===== config.mk =====
export PLATFORM = sky130hd
export DESIGN_NAME = lc4_pipeline
export DESIGN_NICKNAME = d
export VERILOG_FILES = /design/src/source/lc4_pkg.sv /design/src/source/lc4_pipeline.sv /design/src/source/lc4_hazard_unit.sv /design/src/source/lc4_alu.sv /design/src/source/lc4_regfile.sv /design/src/source/lc4_decoder.sv
export SDC_FILE = /design/constraint.sdc
export NUM_CORES = 1
export LEC_CHECK = 0
export BUFFER_PORTS_ARGS = -buffer_cell sky130_fd_sc_hd__buf_2
export CAP_MARGIN = 20
export CELL_PAD_IN_SITES_DETAIL_PLACEMENT = 0
export CELL_PAD_IN_SITES_GLOBAL_PLACEMENT = 2
export CORE_MARGIN = 4
export CORE_UTILIZATION = 40
export CTS_CLUSTER_SIZE = 14
export DETAILED_ROUTE_END_ITERATION = 12
export PLACE_DENSITY = 0.83
export REMOVE_ABC_BUFFERS = 1
export SETUP_SLACK_MARGIN = 0.02
export SLEW_MARGIN = 20
export SYNTH_ARGS = -nofsm -noshare
export SYNTH_HDL_FRONTEND = slang
export SYNTH_SLANG_ARGS = --single-unit

===== constraint.sdc =====
create_clock -name gwe -period 6.8 [get_ports gwe]
set_input_delay 0 -clock gwe [delete_from_list [all_inputs] [get_ports gwe]]
set_output_delay 0 -clock gwe [all_outputs]
set_load 0.1 [all_outputs]

===== src/source/lc4_pkg.sv =====
//--------------------------------------------------------------------------
// shared LC4 types: word widths, opcodes, stall kinds, bypass choices,
// decoded control and retirement trace structs, nzp helper
//--------------------------------------------------------------------------
`default_nettype none

package lc4_pkg;

    // data, address and instruction words
    typedef logic [15:0] word_t;
    // register number, r0 to r7
    typedef logic [2:0] reg_sel_t;
    // condition codes, n in bit 2, z in bit 1, p in bit 0
    typedef logic [2:0] nzp_t;
    // sub-op field insn[5:3] of the register forms
    typedef logic [2:0] subop_t;

    // top four bits of an instruction
    typedef enum logic [3:0] {
        OP_BR    = 4'b0000,
        OP_ARITH = 4'b0001,
        OP_LOGIC = 4'b0101,
        OP_LDR   = 4'b0110,
        OP_STR   = 4'b0111,
        OP_CONST = 4'b1001
    } opcode_e;

    // arithmetic sub-ops
    localparam subop_t SUB_ADD = 3'b000;
    localparam subop_t SUB_SUB = 3'b010;
    // logic sub-ops
    localparam subop_t SUB_AND = 3'b000;
    localparam subop_t SUB_OR  = 3'b010;

    // stall code carried down the pipe and shown in the trace
    typedef enum logic [1:0] {
        STALL_NONE  = 2'd0,
        STALL_FLUSH = 2'd2,
        STALL_LOAD  = 2'd3
    } stall_kind_e;

    // where an execute or store operand is taken from
    typedef enum logic [1:0] {
        BYP_REG,
        BYP_MEM,
        BYP_WB
    } bypass_sel_e;

    // decoded control, travels with the instruction from D to W
    typedef struct packed {
        word_t       insn;
        reg_sel_t    rs_sel;
        reg_sel_t    rt_sel;
        reg_sel_t    rd_sel;
        logic        rs_re;
        logic        rt_re;
        logic        rd_we;
        logic        nzp_we;
        logic        is_load;
        logic        is_store;
        logic        is_branch;
        stall_kind_e stall;
    } ctrl_t;

    // one retired instruction or bubble
    typedef struct packed {
        word_t       pc;
        word_t       insn;
        logic        rf_we;
        reg_sel_t    rf_wsel;
        word_t       rf_wdata;
        logic        nzp_we;
        nzp_t        nzp_bits;
        stall_kind_e stall;
    } trace_t;

    // sign class of a 16-bit two's complement value
    function automatic nzp_t nzp_of(word_t v);
        return v[15] ? 3'b100 : (v == '0) ? 3'b010 : 3'b001;
    endfunction

endpackage

`default_nettype wire

===== src/source/lc4_pipeline.sv =====
//--------------------------------------------------------------------------
// five-stage LC4 pipeline top: pc, stage registers, nzp register,
// memory stage and retirement trace register
//--------------------------------------------------------------------------
`timescale 1ns/1ps
`default_nettype none

module lc4_pipeline import lc4_pkg::*; #(
    parameter word_t P_RESET_PC = 16'h8200
) (
    input  wire        gwe,
    input  wire        i_reset,
    output word_t      o_cur_pc,
    input  wire word_t i_cur_insn,
    output word_t      o_dmem_addr,
    output logic       o_dmem_we,
    output word_t      o_dmem_wdata,
    input  wire word_t i_dmem_rdata,
    output trace_t     o_trace
);

    // F/D contents, insn 0 is the NOP used for bubbles
    typedef struct packed {
        word_t       pc;
        word_t       insn;
        stall_kind_e stall;
    } fetch_t;

    // stage payload
    // D/X: op_a rs, op_b rt
    // X/M: op_a alu result or address, op_b store data
    // M/W: op_a alu result, op_b loaded data
    typedef struct packed {
        word_t pc;
        word_t op_a;
        word_t op_b;
    } stage_t;

    word_t       pc_q;
    word_t       pc_next;
    fetch_t      fd_q;
    ctrl_t       dec_ctrl;
    ctrl_t       d_ctrl;
    ctrl_t       dx_ctrl_q;
    ctrl_t       xm_ctrl_q;
    ctrl_t       mw_ctrl_q;
    stage_t      dx_q;
    stage_t      xm_q;
    stage_t      mw_q;
    word_t       rs_data;
    word_t       rt_data;
    word_t       x_rs;
    word_t       x_rt;
    word_t       x_result;
    logic        x_taken;
    nzp_t        nzp_q;
    logic        stall;
    logic        flush;
    bypass_sel_e rs_src;
    bypass_sel_e rt_src;
    bypass_sel_e store_src;
    word_t       wb_data;
    trace_t      trace_q;

    // control with no effect, tagged with the reason for the bubble
    function automatic ctrl_t bubble(stall_kind_e kind);
        ctrl_t c;
        c       = '0;
        c.stall = kind;
        return c;
    endfunction

    // fetch, predicted not taken, redirected by a taken branch in X
    assign pc_next  = flush ? x_result : stall ? pc_q : pc_q + 16'd1;
    assign o_cur_pc = pc_q;

    always_ff @(posedge gwe) begin
        if (i_reset) begin
            pc_q <= P_RESET_PC;
        end else begin
            pc_q <= pc_next;
        end
    end

    // F/D holds its instruction during a stall
    always_ff @(posedge gwe) begin
        if (i_reset || flush) begin
            fd_q <= '{pc: '0, insn: '0, stall: STALL_FLUSH};
        end else if (!stall) begin
            fd_q <= '{pc: pc_q, insn: i_cur_insn, stall: STALL_NONE};
        end
    end

    // decode
    lc4_decoder u_decoder (
        .i_insn (fd_q.insn),
        .o_ctrl (dec_ctrl)
    );

    // flush bubbles keep their tag from F/D
    always_comb begin
        d_ctrl       = dec_ctrl;
        d_ctrl.stall = fd_q.stall;
    end

    lc4_regfile u_regfile (
        .gwe       (gwe),
        .i_reset   (i_reset),
        .i_rs_sel  (d_ctrl.rs_sel),
        .i_rt_sel  (d_ctrl.rt_sel),
        .i_rd_sel  (mw_ctrl_q.rd_sel),
        .i_rd_we   (mw_ctrl_q.rd_we),
        .i_rd_data (wb_data),
        .o_rs_data (rs_data),
        .o_rt_data (rt_data)
    );

    // D/X, bubble on flush or stall
    always_ff @(posedge gwe) begin
        if (i_reset || flush) begin
            dx_ctrl_q <= bubble(STALL_FLUSH);
        end else if (stall) begin
            dx_ctrl_q <= bubble(STALL_LOAD);
        end else begin
            dx_ctrl_q <= d_ctrl;
        end
    end

    always_ff @(posedge gwe) begin
        dx_q <= '{pc: fd_q.pc, op_a: rs_data, op_b: rt_data};
    end

    lc4_hazard_unit u_hazard (
        .i_d_ctrl         (d_ctrl),
        .i_x_ctrl         (dx_ctrl_q),
        .i_m_ctrl         (xm_ctrl_q),
        .i_w_ctrl         (mw_ctrl_q),
        .i_x_branch_taken (x_taken),
        .o_stall          (stall),
        .o_flush          (flush),
        .o_rs_sel         (rs_src),
        .o_rt_sel         (rt_src),
        .o_store_sel      (store_src)
    );

    // execute operand bypass, MX then WX then the decode-time read
    always_comb begin
        case (rs_src)
            BYP_MEM: x_rs = xm_q.op_a;
            BYP_WB:  x_rs = wb_data;
            default: x_rs = dx_q.op_a;
        endcase
        case (rt_src)
            BYP_MEM: x_rt = xm_q.op_a;
            BYP_WB:  x_rt = wb_data;
            default: x_rt = dx_q.op_b;
        endcase
    end

    lc4_alu u_alu (
        .i_ctrl         (dx_ctrl_q),
        .i_pc           (dx_q.pc),
        .i_rs           (x_rs),
        .i_rt           (x_rt),
        .i_nzp          (nzp_q),
        .o_result       (x_result),
        .o_branch_taken (x_taken)
    );

    // nzp: ALU ops set it in X, loads in M
    // the X instruction is younger, so it wins over a load in M
    always_ff @(posedge gwe) begin
        if (i_reset) begin
            nzp_q <= '0;
        end else if (dx_ctrl_q.nzp_we && !dx_ctrl_q.is_load) begin
            nzp_q <= nzp_of(x_result);
        end else if (xm_ctrl_q.is_load) begin
            nzp_q <= nzp_of(i_dmem_rdata);
        end
    end

    // X/M
    always_ff @(posedge gwe) begin
        if (i_reset) begin
            xm_ctrl_q <= bubble(STALL_FLUSH);
        end else begin
            xm_ctrl_q <= dx_ctrl_q;
        end
    end

    always_ff @(posedge gwe) begin
        xm_q <= '{pc: dx_q.pc, op_a: x_result, op_b: x_rt};
    end

    // memory stage, data memory answers in the same cycle
    assign o_dmem_we    = xm_ctrl_q.is_store;
    assign o_dmem_addr  = (xm_ctrl_q.is_load || xm_ctrl_q.is_store) ? xm_q.op_a : '0;
    // WM bypass of the store data
    assign o_dmem_wdata = (store_src == BYP_WB) ? wb_data : xm_q.op_b;

    // M/W
    always_ff @(posedge gwe) begin
        if (i_reset) begin
            mw_ctrl_q <= bubble(STALL_FLUSH);
        end else begin
            mw_ctrl_q <= xm_ctrl_q;
        end
    end

    always_ff @(posedge gwe) begin
        mw_q <= '{pc: xm_q.pc, op_a: xm_q.op_a, op_b: i_dmem_rdata};
    end

    // writeback value
    assign wb_data = mw_ctrl_q.is_load ? mw_q.op_b : mw_q.op_a;

    // trace latched on the same edge as the regfile write
    // nzp of every writer is the sign of its writeback value
    always_ff @(posedge gwe) begin
        if (i_reset) begin
            trace_q       <= '0;
            trace_q.stall <= STALL_FLUSH;
        end else begin
            trace_q <= '{
                pc:       mw_q.pc,
                insn:     mw_ctrl_q.insn,
                rf_we:    mw_ctrl_q.rd_we,
                rf_wsel:  mw_ctrl_q.rd_sel,
                rf_wdata: mw_ctrl_q.rd_we ? wb_data : '0,
                nzp_we:   mw_ctrl_q.nzp_we,
                nzp_bits: mw_ctrl_q.nzp_we ? nzp_of(wb_data) : '0,
                stall:    mw_ctrl_q.stall
            };
        end
    end

    assign o_trace = trace_q;

endmodule

`default_nettype wire


===== src/source/lc4_hazard_unit.sv =====
//--------------------------------------------------------------------------
// hazard unit: load-use and load-branch stalls, branch flush,
// operand and store-data bypass selection
//--------------------------------------------------------------------------
`timescale 1ns/1ps
`default_nettype none

module lc4_hazard_unit import lc4_pkg::*; (
    input  wire ctrl_t  i_d_ctrl,
    input  wire ctrl_t  i_x_ctrl,
    input  wire ctrl_t  i_m_ctrl,
    input  wire ctrl_t  i_w_ctrl,
    input  wire         i_x_branch_taken,
    output logic        o_stall,
    output logic        o_flush,
    output bypass_sel_e o_rs_sel,
    output bypass_sel_e o_rt_sel,
    output bypass_sel_e o_store_sel
);

    logic x_load;
    logic load_use;
    logic load_branch;
    logic store_match;

    // youngest producer wins, loads in M only have an address so far
    function automatic bypass_sel_e pick_src(reg_sel_t sel, ctrl_t m, ctrl_t w);
        if (m.rd_we && !m.is_load && m.rd_sel == sel) begin
            return BYP_MEM;
        end
        if (w.rd_we && w.rd_sel == sel) begin
            return BYP_WB;
        end
        return BYP_REG;
    endfunction

    assign x_load = i_x_ctrl.is_load && i_x_ctrl.rd_we;

    // store data is exempt, it is picked up again in the memory stage
    assign load_use = x_load &&
        ((i_d_ctrl.rs_re && i_d_ctrl.rs_sel == i_x_ctrl.rd_sel) ||
         (i_d_ctrl.rt_re && !i_d_ctrl.is_store && i_d_ctrl.rt_sel == i_x_ctrl.rd_sel));

    // load writes nzp only at the end of M, branch must wait one cycle
    assign load_branch = i_d_ctrl.is_branch && i_x_ctrl.is_load;

    // taken branch kills D and F, so any stall it meets is moot
    assign o_flush = i_x_branch_taken;
    assign o_stall = (load_use || load_branch) && !o_flush;

    // execute operands
    assign o_rs_sel = pick_src(i_x_ctrl.rs_sel, i_m_ctrl, i_w_ctrl);
    assign o_rt_sel = pick_src(i_x_ctrl.rt_sel, i_m_ctrl, i_w_ctrl);

    // store data in M, covers a load directly ahead of the store
    assign store_match = i_m_ctrl.is_store && i_w_ctrl.rd_we &&
                         i_w_ctrl.rd_sel == i_m_ctrl.rt_sel;
    assign o_store_sel = store_match ? BYP_WB : BYP_REG;

endmodule

`default_nettype wire


===== src/source/lc4_alu.sv =====
//--------------------------------------------------------------------------
// execute stage: register and immediate arithmetic, load/store address,
// branch target and branch decision
//--------------------------------------------------------------------------
`timescale 1ns/1ps
`default_nettype none

module lc4_alu import lc4_pkg::*; (
    input  wire ctrl_t i_ctrl,
    input  wire word_t i_pc,
    input  wire word_t i_rs,
    input  wire word_t i_rt,
    input  wire nzp_t  i_nzp,
    output word_t      o_result,
    output logic       o_branch_taken
);

    opcode_e opcode;
    subop_t  subop;
    word_t   imm5;
    word_t   imm6;
    word_t   imm9;

    assign opcode = opcode_e'(i_ctrl.insn[15:12]);
    assign subop  = i_ctrl.insn[5:3];

    // sign-extended immediates
    assign imm5 = {{11{i_ctrl.insn[4]}}, i_ctrl.insn[4:0]};
    assign imm6 = {{10{i_ctrl.insn[5]}}, i_ctrl.insn[5:0]};
    assign imm9 = {{7{i_ctrl.insn[8]}}, i_ctrl.insn[8:0]};

    always_comb begin
        case (opcode)
            OP_ARITH: begin
                if (i_ctrl.insn[5]) begin
                    o_result = i_rs + imm5;
                end else if (subop == SUB_SUB) begin
                    o_result = i_rs - i_rt;
                end else begin
                    o_result = i_rs + i_rt;
                end
            end
            // AND unless the sub-op says OR
            OP_LOGIC: o_result = (subop == SUB_OR) ? (i_rs | i_rt) : (i_rs & i_rt);
            // effective address for the memory stage
            OP_LDR:   o_result = i_rs + imm6;
            OP_STR:   o_result = i_rs + imm6;
            OP_CONST: o_result = imm9;
            // target is relative to the next sequential pc
            OP_BR:    o_result = i_pc + 16'd1 + imm9;
            default:  o_result = '0;
        endcase
    end

    // taken when the mask selects any currently set condition
    assign o_branch_taken = i_ctrl.is_branch && |(i_ctrl.insn[11:9] & i_nzp);

endmodule

`default_nettype wire


===== src/source/lc4_regfile.sv =====
//--------------------------------------------------------------------------
// eight-entry register file, two read ports, one write port
//--------------------------------------------------------------------------
`timescale 1ns/1ps
`default_nettype none

module lc4_regfile import lc4_pkg::*; (
    input  wire           gwe,
    input  wire           i_reset,
    input  wire reg_sel_t i_rs_sel,
    input  wire reg_sel_t i_rt_sel,
    input  wire reg_sel_t i_rd_sel,
    input  wire           i_rd_we,
    input  wire word_t    i_rd_data,
    output word_t         o_rs_data,
    output word_t         o_rt_data
);

    word_t regs [8];

    // written from writeback
    always_ff @(posedge gwe) begin
        if (i_reset) begin
            for (int i = 0; i < 8; i++) begin
                regs[i] <= '0;
            end
        end else if (i_rd_we) begin
            regs[i_rd_sel] <= i_rd_data;
        end
    end

    // a read of the register being written sees the new value
    assign o_rs_data = (i_rd_we && i_rd_sel == i_rs_sel) ? i_rd_data : regs[i_rs_sel];
    assign o_rt_data = (i_rd_we && i_rd_sel == i_rt_sel) ? i_rd_data : regs[i_rt_sel];

endmodule

`default_nettype wire


===== src/source/lc4_decoder.sv =====
//--------------------------------------------------------------------------
// instruction decoder, fills the control struct for the D/X register
//--------------------------------------------------------------------------
`timescale 1ns/1ps
`default_nettype none

module lc4_decoder import lc4_pkg::*; (
    input  wire word_t i_insn,
    output ctrl_t      o_ctrl
);

    opcode_e opcode;
    subop_t  subop;

    assign opcode = opcode_e'(i_insn[15:12]);
    assign subop  = i_insn[5:3];

    always_comb begin
        // default is a NOP, no reads and no writes
        o_ctrl        = '0;
        o_ctrl.insn   = i_insn;
        o_ctrl.stall  = STALL_NONE;
        // fixed field positions, rt moves for STR below
        o_ctrl.rs_sel = i_insn[8:6];
        o_ctrl.rt_sel = i_insn[2:0];
        o_ctrl.rd_sel = i_insn[11:9];

        case (opcode)
            OP_ARITH: begin
                if (i_insn[5]) begin
                    // ADDI, rs plus imm5
                    o_ctrl.rs_re  = 1'b1;
                    o_ctrl.rd_we  = 1'b1;
                    o_ctrl.nzp_we = 1'b1;
                end else if (subop == SUB_ADD || subop == SUB_SUB) begin
                    o_ctrl.rs_re  = 1'b1;
                    o_ctrl.rt_re  = 1'b1;
                    o_ctrl.rd_we  = 1'b1;
                    o_ctrl.nzp_we = 1'b1;
                end
            end
            OP_LOGIC: begin
                // immediate AND and the other sub-ops stay NOPs
                if (!i_insn[5] && (subop == SUB_AND || subop == SUB_OR)) begin
                    o_ctrl.rs_re  = 1'b1;
                    o_ctrl.rt_re  = 1'b1;
                    o_ctrl.rd_we  = 1'b1;
                    o_ctrl.nzp_we = 1'b1;
                end
            end
            OP_LDR: begin
                o_ctrl.rs_re   = 1'b1;
                o_ctrl.rd_we   = 1'b1;
                o_ctrl.nzp_we  = 1'b1;
                o_ctrl.is_load = 1'b1;
            end
            OP_STR: begin
                // store data register sits in the rd field
                o_ctrl.rt_sel   = i_insn[11:9];
                o_ctrl.rs_re    = 1'b1;
                o_ctrl.rt_re    = 1'b1;
                o_ctrl.is_store = 1'b1;
            end
            OP_CONST: begin
                o_ctrl.rd_we  = 1'b1;
                o_ctrl.nzp_we = 1'b1;
            end
            OP_BR: begin
                // empty nzp mask is the NOP and never branches
                o_ctrl.is_branch = |i_insn[11:9];
            end
            default: begin
            end
        endcase
    end

endmodule

`default_nettype wire


==> run summary <==
clk sinks = 449
grt ovf = 0
Syn Inst Count = 1889
Max VDD drop = 0.000154 V
vias in the first global route = 14.9k
cts bufs inserted = 47
library cells used by synthesis = 87
CTS tree = yes
final period utilization = 92.5%
core area = 49300 sq um
full die area = 53900 sq um
nets@finish = 2126
element type at the critical path start = flop
Crit Path Max Fanout = 6
EDFF count, synth = 128
Rows = 81
Power Internal = 4780 uW
Layout Area Growth over Synthesis = 17.5%
setup violators final = 0
Worst path most repeated cell = a21oi_1
Final GP Congestion = 0.871
initial antenna violation count = 0
Reg2Reg Setup Slack = 0.51 ns
HP Class = input port to flop
fraction of layout cells with a size suffix above 1 = 19.3%
switching share of power = 28.3%
Slew Limit Fails = 0
drt wl/cell = 22.1 um
largest net degree at the start of global routing = 76
P_sw = 1890 uW
Slew HR = 23.5%
DRT iter0 DRCs = 1173
Worst-path clk slew = 0.06 ns
Initial Utilization = 40.8%
Multi-input gate area = 9250 sq um
power per cell area = 282 nW/um^2
Reg area = 10300 sq um
first-pass GRT wire length = 92100 um
Crit. End Element = flop
clk_skew = 0.0191 ns
H-Tree Depth = 2
via count = 14.9k
Post-Syn Area = 20100 sq um
clock buffer depth = 3
Ys Warns = 0
synthesis-stage register bit count = 449
Util after Layout = 47.9%
critical path's largest stage delay = 0.45 ns
Seq pwr share = 44.6%
Antenna Nets Post-Route = 0
DRC = 0
Die X = 232 um
WS Path Type = flop to flop
f_max = 159 MHz
async set-reset flop share out of synthesis = 0%
Pwr Total = 6670 uW
slew at the pin closest to its max-slew limit = 1.15 ns
first-pass iteration count of the detailed router = 5
port bufs = 140
Min Clock Period, post-route = 6.29 ns
clk_lat worst skew = 0.59 ns
leakage = 0.00927 uW
via density per instance = 5.39
CP arrival = 6.76 ns
setup TNS = 0 ns
clock power share = 38.9%
Combinational Power Share = 16.5%
status = finished clean
RSZ-0062 raised after global routing = false
CTS Root Cell = clkbuf_16
Top Ports = 141
Data required, critical path = 7.27 ns
routed wire length = 60900 um
gr usage total = 22.3%
Fin. Hold Viols = 0
slowest CP cell = or4_4
Detail Placement HPWL = 43500 um
chip height = 232 um
max_cap viols = 0
Avg Synthesized Cell Area = 10.6 sq um
Fill cells = 4596
Top FF cell, synth = dfxtp_1
post-synthesis sequential area ratio = 51.1%
==> state kept, by name (all words and copies together), names as in the netlist, named ones only <==
register	cells
xm_q	48
o_cur_pc	16
dx_q	48
nzp_q	3
xm_ctrl_q	23
o_trace	53
dx_ctrl_q	25
u_regfile.regs	128
o_dmem_we	1
mw_q	48
d_ctrl	1
fd_q	32
mw_ctrl_q	20
==> per-stage QoR <==
step / cells / area (sq um) / worst slack [ns] / hold slack, ns
after floorplan: 1769 / 19600 / -0.287 / 0.0277
after global placement: 2631 / 21600 / 0.366 / 0.122
after detailed placement: 2632 / 21600 / 0.243 / 0.121
after CTS: 2752 / 23500 / 0.220 / 0.0425
after global routing: 2760 / 23600 / 0.0465 / 0.0735
final: 2761 / 23600 / 0.512 / 0.0783
==> metal layers <==
metal  wire, um  track usage (%)  part of all wire [%]  vias up
met4       1560             6.20                   2.6        0
met1      25900             29.3                    42     7263
met2      30000             38.2                    49      469
met3       3490             3.58                   5.7       87
li1           -                -                     -     7060
met5          0                0                     0        -
==> power by group through the flow <==
stage / logic, uW / clock network [uW] / registers [uW]
CTS: 1090 / 2660 / 2980
floorplan: 701 / 0 / 3030
finish: 1100 / 2590 / 2980
detailed placement: 1070 / 0 / 3030
global placement: 1070 / 0 / 3030
global route: 1190 / 2760 / 2990
==> synth_stat cells, types with 23 or more instances <==
| cell | instances | area (sq um) |
|---|---|---|
| ha_1 | 32 | 400 |
| a21oi_1 | 98 | 490 |
| nor2b_1 | 108 | 676 |
| mux2i_1 | 84 | 841 |
| inv_1 | 38 | 143 |
| a211oi_1 | 32 | 240 |
| nand2_1 | 101 | 379 |
| xor2_1 | 29 | 254 |
| nand3_1 | 23 | 115 |
| dfxtp_1 | 321 | 6430 |
| mux4_2 | 64 | 1440 |
| o21ai_0 | 68 | 340 |
| nor2_1 | 270 | 1010 |
| clkbuf_1 | 90 | 338 |
| edfxtp_1 | 128 | 3840 |
| xnor2_1 | 55 | 482 |
| and2_1 | 30 | 188 |
==> cell type report <==
class                   instances  share of cell area, %
diodes                          1                 0.0106
clock buffers                  67                   5.77
clock inverters                20                  0.880
inverters                      40                  0.636
multi-input cells            1280                   39.2
flip-flops and latches        449                   43.5
well taps                     664                   3.52
repair buffers                240                   6.52
==> cell usage in the layout, fill, tap and decap left out, types with 10 or more instances in the layout <==
cell	instances
edfxtp_1	128
o21ai_0	67
buf_2	139
nor3_1	21
nand2_1	101
xor2_1	29
mux4_2	64
clkbuf_16	48
ha_1	32
nor2_1	269
mux2_2	11
mux2i_1	81
o21a_1	13
a21oi_1	98
dlygate4sd3_1	33
nor2b_1	108
nand2b_1	16
a21o_1	16
nor4_1	14
maj3_1	16
dfxtp_1	320
inv_1	38
clkbuf_1	10
xnor2_1	55
a211oi_1	32
nand3_1	23
and2_1	30
buf_4	67
or3_1	17
==> critical path, delay by kind of cell, from the launching register on <==
kind | cells | cell delay (ns)
simple gates | 7 | 1.87
compound gates | 13 | 2.70
buf+inv | 1 | 0.12
fa+ha+maj | 2 | 0.52
flops | 1 | 0.34
mux | 1 | 0.20
xor+xnor | 2 | 0.43
==> final timing paths <==
check / cells after the start / startpoint / end
worst max-delay path: 26 / dx_ctrl_q[12] / nzp_q[1]
worst max register to register: 26 / dx_ctrl_q[12] / nzp_q[1]
worst min-delay path: 2 / i_dmem_rdata[7] / mw_q[7]
worst min register to register: 0 / xm_q[47] / mw_q[47]
==> logic make-up after synthesis <==
| group | after synthesis | share of synthesized area, % |
|---|---|---|
| simple gates | 661 | 16.2 |
| flops | 449 | 51.1 |
| compound gates | 321 | 10.4 |
| mux | 161 | 12.1 |
| buf+inv | 160 | 3.30 |
| xor+xnor | 87 | 3.90 |
| fa+ha+maj | 50 | 2.99 |
==> what timing repair did <==
action                                  CTS  global route
hold buffers                             33             0
gates resized for setup                   0             4
hold endpoints to repair                 56             0
endpoints found under the setup margin    0             5
buffers inserted                          0             8
Note: power is estimated with default switching activity, not from simulation.
